## config.mk

```make
export PLATFORM = sky130hd
export DESIGN_NAME = gpr_fp_ctrl_flat
export DESIGN_NICKNAME = d
export VERILOG_FILES = /design/src/logic/gpr_types_pkg.sv /design/src/logic/decode_pkg.sv /design/src/logic/decode_if.sv /design/src/logic/gpr_data_if.sv /design/src/logic/gpr_fp_ctrl.sv /design/src/flat_wrapper.sv
export VERILOG_INCLUDE_DIRS = /design/src /design/src/include
export SDC_FILE = /design/constraint.sdc
export NUM_CORES = 1
export LEC_CHECK = 0
export BUFFER_PORTS_ARGS = -buffer_cell sky130_fd_sc_hd__buf_4
export CAP_MARGIN = 20
export CORE_AREA = 2 2 389 391
export CTS_BUF_LIST = sky130_fd_sc_hd__clkbuf_4
export DETAILED_ROUTE_END_ITERATION = 10
export DIE_AREA = 0 0 391 393
export SLEW_MARGIN = 10
export SYNTH_ARGS = -nofsm -noshare
export SYNTH_HDL_FRONTEND = slang
export SYNTH_SLANG_ARGS = --single-unit
```

## constraint.sdc

```tcl
create_clock -name clk -period 18.9 [get_ports clk]
set_input_delay 1.89 -clock clk [delete_from_list [all_inputs] [get_ports clk]]
set_output_delay 1.89 -clock clk [all_outputs]
set_load 0.005 [all_outputs]
```

## src/include/gpr_params.svh

```systemverilog
`ifndef GPR_PARAMS_SVH
`define GPR_PARAMS_SVH

// ******************************
// warp geometry
// ******************************

`define NUM_THREADS 4 // lanes per warp.

// ******************************
// register banks
// ******************************

`define NUM_REGS 32 // registers per bank.
`define NR_BITS 5 // register address width.
`define WORD_BITS 32 // one lane.

// single-precision -0, used as rs3 when an instruction has no third source.
`define FP_NEG_ZERO 32'h8000_0000

`endif

```

## src/logic/gpr_types_pkg.sv

```systemverilog
`default_nettype none

`include "gpr_params.svh"

package gpr_types_pkg;

	// ******************************
	// data path
	// ******************************

	typedef logic [`WORD_BITS-1:0] word_t; // one lane.

	typedef logic [`NR_BITS-1:0] reg_addr_t; // register index.

	// one operand vector, lane 0 in the low word.
	typedef word_t [`NUM_THREADS-1:0] warp_data_t;

	// ******************************
	// read sequence
	// ******************************

	// RD_THIRD reuses fp read port 1 for rs3.
	typedef enum logic {
		RD_FIRST,
		RD_THIRD
	} rd_state_e;

endpackage

`default_nettype wire

```

## src/logic/decode_pkg.sv

```systemverilog
`default_nettype none

package decode_pkg;

	// ******************************
	// instruction fields
	// ******************************

	localparam int PC_BITS = 32;
	localparam int IMM_BITS = 32;
	localparam int TAG_BITS = 8;

	typedef logic [PC_BITS-1:0] pc_t; // program counter.

	typedef logic [IMM_BITS-1:0] imm_t; // sign-extended by decode.

	// matches a result back to its instruction.
	typedef logic [TAG_BITS-1:0] tag_t;

endpackage

`default_nettype wire

```

## src/logic/decode_if.sv

```systemverilog
`timescale 1ns/100ps
`default_nettype none

interface decode_if;
	import gpr_types_pkg::*;
	import decode_pkg::*;

	logic      dec_valid; // decode register holds an instruction.
	reg_addr_t rs1;
	reg_addr_t rs2;
	reg_addr_t rs3;
	logic      rs1_is_fp;
	logic      rs2_is_fp;
	logic      rs1_is_pc; // broadcast pc in place of rs1.
	logic      rs2_is_imm; // broadcast imm in place of rs2.
	logic      use_rs3; // fused op, needs a second read cycle.
	pc_t       pc;
	imm_t      imm;

	modport src (
		output dec_valid, rs1, rs2, rs3,
		output rs1_is_fp, rs2_is_fp, rs1_is_pc, rs2_is_imm, use_rs3,
		output pc, imm
	);

	modport ctrl (
		input dec_valid, rs1, rs2, rs3,
		input rs1_is_fp, rs2_is_fp, rs1_is_pc, rs2_is_imm, use_rs3,
		input pc, imm
	);

endinterface

`default_nettype wire

```

## src/logic/gpr_data_if.sv

```systemverilog
`timescale 1ns/100ps
`default_nettype none

interface gpr_data_if;
	import gpr_types_pkg::*;

	// operand vectors as selected by the read controller.
	warp_data_t rs1_data;
	warp_data_t rs2_data;
	warp_data_t rs3_data;

	modport src (
		output rs1_data,
		output rs2_data,
		output rs3_data
	);

	modport sink (
		input rs1_data,
		input rs2_data,
		input rs3_data
	);

endinterface

`default_nettype wire

```

## src/logic/gpr_fp_ctrl.sv

```systemverilog
`timescale 1ns/100ps
`default_nettype none

`include "gpr_params.svh"

module gpr_fp_ctrl (
	input  logic                      clk,
	input  logic                      reset,
	decode_if.ctrl                    dec_if,
	input  gpr_types_pkg::warp_data_t rs1_int_data,
	input  gpr_types_pkg::warp_data_t rs2_int_data,
	input  gpr_types_pkg::warp_data_t rs1_fp_data,
	input  gpr_types_pkg::warp_data_t rs2_fp_data,
	output gpr_types_pkg::reg_addr_t  raddr1,
	output gpr_types_pkg::reg_addr_t  raddr2,
	gpr_data_if.src                   data_if,
	input  logic                      schedule_delay,
	output logic                      gpr_delay
);
	import gpr_types_pkg::*;

	rd_state_e  state;
	logic       advance;
	warp_data_t sel_rs1;
	warp_data_t sel_rs2;
	warp_data_t tmp_rs1;
	warp_data_t tmp_rs2;

	// ******************************
	// read sequence
	// ******************************

	// the state only moves while the output side can take a result.
	assign advance = dec_if.dec_valid && !schedule_delay;

	always_ff @(posedge clk) begin
		if (reset) begin
			state <= RD_FIRST;
		end else if (advance) begin
			case (state)
				RD_FIRST: state <= dec_if.use_rs3 ? RD_THIRD : RD_FIRST;
				RD_THIRD: state <= RD_FIRST;
				default:  state <= RD_FIRST;
			endcase
		end
	end

	// holds the instruction one more cycle for the rs3 read.
	assign gpr_delay = dec_if.dec_valid && dec_if.use_rs3 && (state == RD_FIRST);

	// fp port 1 fetches rs3 in the second cycle.
	assign raddr1 = (state == RD_THIRD) ? dec_if.rs3 : dec_if.rs1;
	assign raddr2 = dec_if.rs2;

	// ******************************
	// source selection
	// ******************************

	always_comb begin
		if (dec_if.rs1_is_fp) begin
			sel_rs1 = rs1_fp_data;
		end else if (dec_if.rs1_is_pc) begin
			sel_rs1 = {`NUM_THREADS{dec_if.pc}}; // same pc in every lane.
		end else begin
			sel_rs1 = rs1_int_data;
		end

		if (dec_if.rs2_is_fp) begin
			sel_rs2 = rs2_fp_data;
		end else if (dec_if.rs2_is_imm) begin
			sel_rs2 = {`NUM_THREADS{dec_if.imm}};
		end else begin
			sel_rs2 = rs2_int_data;
		end
	end

	// rs1 and rs2 of a fused op, kept while port 1 is busy with rs3.
	always_ff @(posedge clk) begin
		if (advance && (state == RD_FIRST)) begin
			tmp_rs1 <= sel_rs1;
			tmp_rs2 <= sel_rs2;
		end
	end

	always_comb begin
		if (dec_if.use_rs3) begin
			data_if.rs1_data = tmp_rs1;
			data_if.rs2_data = tmp_rs2;
			data_if.rs3_data = rs1_fp_data; // valid in RD_THIRD only.
		end else begin
			data_if.rs1_data = sel_rs1;
			data_if.rs2_data = sel_rs2;
			data_if.rs3_data = {`NUM_THREADS{`FP_NEG_ZERO}};
		end
	end

endmodule

`default_nettype wire

```

## src/flat_wrapper.sv

```systemverilog
// flat-port wrapper written by rule: the top's interface ports become plain ports
module gpr_fp_ctrl_flat import gpr_types_pkg::*;
  (clk, reset, rs1_int_data, rs2_int_data, rs1_fp_data, rs2_fp_data, raddr1, raddr2, schedule_delay, gpr_delay, dec_if_dec_valid, dec_if_rs1, dec_if_rs2, dec_if_rs3, dec_if_rs1_is_fp, dec_if_rs2_is_fp, dec_if_rs1_is_pc, dec_if_rs2_is_imm, dec_if_use_rs3, dec_if_pc, dec_if_imm, data_if_rs1_data, data_if_rs2_data, data_if_rs3_data);
  decode_if dec_if_i ();
  gpr_data_if data_if_i ();
  input  logic clk;
  input  logic reset;
  input  gpr_types_pkg::warp_data_t rs1_int_data;
  input  gpr_types_pkg::warp_data_t rs2_int_data;
  input  gpr_types_pkg::warp_data_t rs1_fp_data;
  input  gpr_types_pkg::warp_data_t rs2_fp_data;
  output gpr_types_pkg::reg_addr_t raddr1;
  output gpr_types_pkg::reg_addr_t raddr2;
  input  logic schedule_delay;
  output logic gpr_delay;
  input wire logic [$bits(dec_if_i.dec_valid)-1:0] dec_if_dec_valid;
  input wire logic [$bits(dec_if_i.rs1)-1:0] dec_if_rs1;
  input wire logic [$bits(dec_if_i.rs2)-1:0] dec_if_rs2;
  input wire logic [$bits(dec_if_i.rs3)-1:0] dec_if_rs3;
  input wire logic [$bits(dec_if_i.rs1_is_fp)-1:0] dec_if_rs1_is_fp;
  input wire logic [$bits(dec_if_i.rs2_is_fp)-1:0] dec_if_rs2_is_fp;
  input wire logic [$bits(dec_if_i.rs1_is_pc)-1:0] dec_if_rs1_is_pc;
  input wire logic [$bits(dec_if_i.rs2_is_imm)-1:0] dec_if_rs2_is_imm;
  input wire logic [$bits(dec_if_i.use_rs3)-1:0] dec_if_use_rs3;
  input wire logic [$bits(dec_if_i.pc)-1:0] dec_if_pc;
  input wire logic [$bits(dec_if_i.imm)-1:0] dec_if_imm;
  output wire logic [$bits(data_if_i.rs1_data)-1:0] data_if_rs1_data;
  output wire logic [$bits(data_if_i.rs2_data)-1:0] data_if_rs2_data;
  output wire logic [$bits(data_if_i.rs3_data)-1:0] data_if_rs3_data;
  assign dec_if_i.dec_valid = dec_if_dec_valid;
  assign dec_if_i.rs1 = dec_if_rs1;
  assign dec_if_i.rs2 = dec_if_rs2;
  assign dec_if_i.rs3 = dec_if_rs3;
  assign dec_if_i.rs1_is_fp = dec_if_rs1_is_fp;
  assign dec_if_i.rs2_is_fp = dec_if_rs2_is_fp;
  assign dec_if_i.rs1_is_pc = dec_if_rs1_is_pc;
  assign dec_if_i.rs2_is_imm = dec_if_rs2_is_imm;
  assign dec_if_i.use_rs3 = dec_if_use_rs3;
  assign dec_if_i.pc = dec_if_pc;
  assign dec_if_i.imm = dec_if_imm;
  assign data_if_rs1_data = data_if_i.rs1_data;
  assign data_if_rs2_data = data_if_i.rs2_data;
  assign data_if_rs3_data = data_if_i.rs3_data;
  gpr_fp_ctrl u_core (.clk(clk), .reset(reset), .dec_if(dec_if_i), .rs1_int_data(rs1_int_data), .rs2_int_data(rs2_int_data), .rs1_fp_data(rs1_fp_data), .rs2_fp_data(rs2_fp_data), .raddr1(raddr1), .raddr2(raddr2), .data_if(data_if_i), .schedule_delay(schedule_delay), .gpr_delay(gpr_delay));
endmodule
```

==> key figures <==
Clock tree
  – Clock Pin Slew Worst Setup and Hold Paths: 70 ps
  – Clock latency on the worst-skew pair: 980 ps
  – # clock sinks: about 260
  – Post-CTS Resized: 0
  – CTS root buf: clkbuf_4
  – Cts hold-fix bufs: 0
  – Max H-tree Level: 3
  – CTS tree: done
  – Clock Tree Buf Depth: 3
  – Post-CTS setup buffers: 0
  – TritonCTS Buffers: a little over 80

Worst hold path
  – Hold crit path type: flip-flop to flip-flop

Pwr
  – Power Density: between 60 and 70 nW/um2
  – Maximum VDD drop: 42.3 uV
  – Leak pwr: 11.3 nW

Setup path
  – Element type at the critical path start: input pin
  – CP most frequent cell: buf_4
  – Worst setup EP type: primary output
  – Worst path required time: 17,010 ps
  – Crit-path slowest cell: buf_4
  – CP max FO: between 100 and 150
  – Crit path cell chain: buf_8 > buf_4 > buf_4 > mux2_2 > buf_4
  – Slowest stage delay, CP: about 800 ps
  – Critical path arrival: 4830 ps
  – Crit Path Class: input pin to primary output

Timing
  – Clock skew: 94.9 ps
  – Slew Viols, Final: 0
  – Final Setup Violations: 0
  – Fin. Hold Viols: 0
  – Final min period: roughly 6700 ps
  – Final period util: 35.5%
  – Maximum clock rate: 149 MHz
  – TNS Setup: 0 ps
  – Hold_ws: 733 ps
  – RSZ-0062 raised after global routing: false
  – Slew margin rel.: 29.4%
  – Worst-margin pin slew: 1060 ps

Routing
  – 1st-iter DRT viols: 691
  – DRC: 0
  – Post-route ant nets: 0
  – DR pass1 iterations: 5
  – Vias per inst: 3.50
  – Final wirelength: 84.1 mm
  – Via count: 14,900
  – WL per Instance: 19.7 um

Yosys
  – Syn Inst Count: 1,270
  – Yosys reg bits: 257
  – Syn nets: 1,870
  – Post-synthesis cell type count: 14
  – Post-synthesis sequential area ratio: around 43%
  – Synth Warn #: 0
  – Post-synthesis cell area: 17,900 um2
  – Avg Inst Size Synth: 14.1 um2

Status
  – Outcome: finished clean

Die
  – Die area: 154,000 um2
  – Site Rows: about 140
  – Chip height: 393 um
  – Starting Density: 12.0%
  – Core footprint: ~150,000 um2
  – Ports: 995
  – Chip width: around 400 um

Place
  – Port buffer count: between 900 and 1,000
  – Final HPWL DP: 66.6 mm
  – Routability Congestion: between 0.9 and 1

Job
  – MaxCap Viol Count: 0

Finish
  – Fillers: 16,400
  – Share of cells above drive strength 1: 82.4%
  – Area growth syn-to-layout: 57.9%
  – Layout Nets: 2,848

Global routing
  – Largest net degree at the start of global routing: 110
  – Vias in the first global route: roughly 15,000
  – First-pass GRT wire length: 111 mm
  – Total track usage: 10.2%
  – Initial antenna violation count: 28
  – Total global routing overflow: 0
report_power, final:
| part | internal (W) | leakage, nW | switching, W |
|---|---|---|---|
| logic | 0.000296 | 8.23 | 0.000215 |
| registers | 0.000669 | 2.40 | 0.00000699 |
| clock network | 0.000301 | 0.619 | 0.000303 |
| total | 0.00127 | 11.3 | 0.000525 |
per-stage QoR:
step / utilization (%) / setup WS (ps) / area (um2) / power [W] / std cells
after floorplan: - / 5380 / 17900 / 0.000924 / 1270
after global placement: 18.2 / 12250 / 27200 / 0.00120 / 4107
after detailed placement: 18.2 / 12150 / 27200 / 0.00120 / 4107
after CTS: 18.9 / 12150 / 28200 / 0.00184 / 4252
after global routing: 18.9 / 12010 / 28300 / 0.00189 / 4260
final: 18.9 / 12180 / 28300 / 0.00179 / 4265
path summary, 6_finish.rpt:
kind,cells after the start,endpoint,start,slack (ps)
setup / recovery,5,data_if_rs2_data[123],dec_if_use_rs3,12180
hold reg to reg,2,u_core.state,u_core.state,730
hold / removal,2,u_core.state,u_core.state,730
setup reg to reg,4,u_core.tmp_rs2[54],u_core.state,15310
layout by cell type, fill, tap and decap left out:
cell        netlist  routed
clkinv_1          0      16
buf_6            26       4
buf_8             0       1
clkinvlp_4        0       1
nor2_1            3       2
and2_1          124     124
nand2_1           1       1
inv_6             0       1
edfxtp_1        256     256
clkinv_2          0       4
nor4bb_1          1       1
diode_2           0      13
buf_4             7     993
nand2b_1          5       5
bufinv_16         0       1
clkinv_4          0       3
mux2_2          773     773
inv_2             0       1
nor2_4            0       1
clkbuf_4          0     118
a21oi_1           1       1
dfxtp_1           1       1
cells in the mapped netlist (all sizes together):
cell type | number | area [um2]
edfxtp | 256 | 7690
mux2 | 773 | 8700
a21oi | 1 | 5.00
nand2b | 5 | 31.3
nand2 | 1 | 3.75
nor4bb | 1 | 10.0
and2 | 124 | 776
buf | 80 | 561
dfxtp | 1 | 20.0
nor2 | 3 | 11.3
clkbuf | 25 | 93.8
worst max-delay path, delay by kind of cell:
| family | cells | cell delay [ps] |
|---|---|---|
| multiplexers | 1 | 510 |
| buffers and inverters | 4 | 2290 |
metal layers:
| layer | share of wire (%) | wire length [um] | vias up | GRT usage (%) |
|---|---|---|---|---|
| met5 | 0.073 | 61 | - | 0 |
| met4 | 2.9 | 2460 | 8 | 4.37 |
| met3 | 9.8 | 8230 | 121 | 3.56 |
| met2 | 47 | 39400 | 713 | 16.1 |
| met1 | 40 | 33900 | 7269 | 12.4 |
| li1 | - | - | 6836 | - |
layout make-up:
class | count | area (um2) | area share [%]
tap | 1944 | 2430 | 8.60
multi-input combinational | 908 | 9550 | 33.8
antenna | 13 | 32.5 | 0.115
clock inverter | 27 | 156 | 0.553
timing repair buffer | 998 | 7510 | 26.6
sequential | 257 | 7710 | 27.3
clock buffer | 118 | 886 | 3.13
sequential cells by signal, indices dropped and copies added, names as in the netlist:
| register | cells |
|---|---|
| u_core.state | 1 |
| u_core.tmp_rs1 | 128 |
| u_core.tmp_rs2 | 128 |
cells by family after synthesis:
kind of cell	synth area share, %
buffers and inverters	3.66
muxes	48.6
and+or+nand+nor	4.65
DFF	43.0
AOI/OAI and AO/OA	0.0279
No activity file was read; power rests on OpenSTA's default activity.
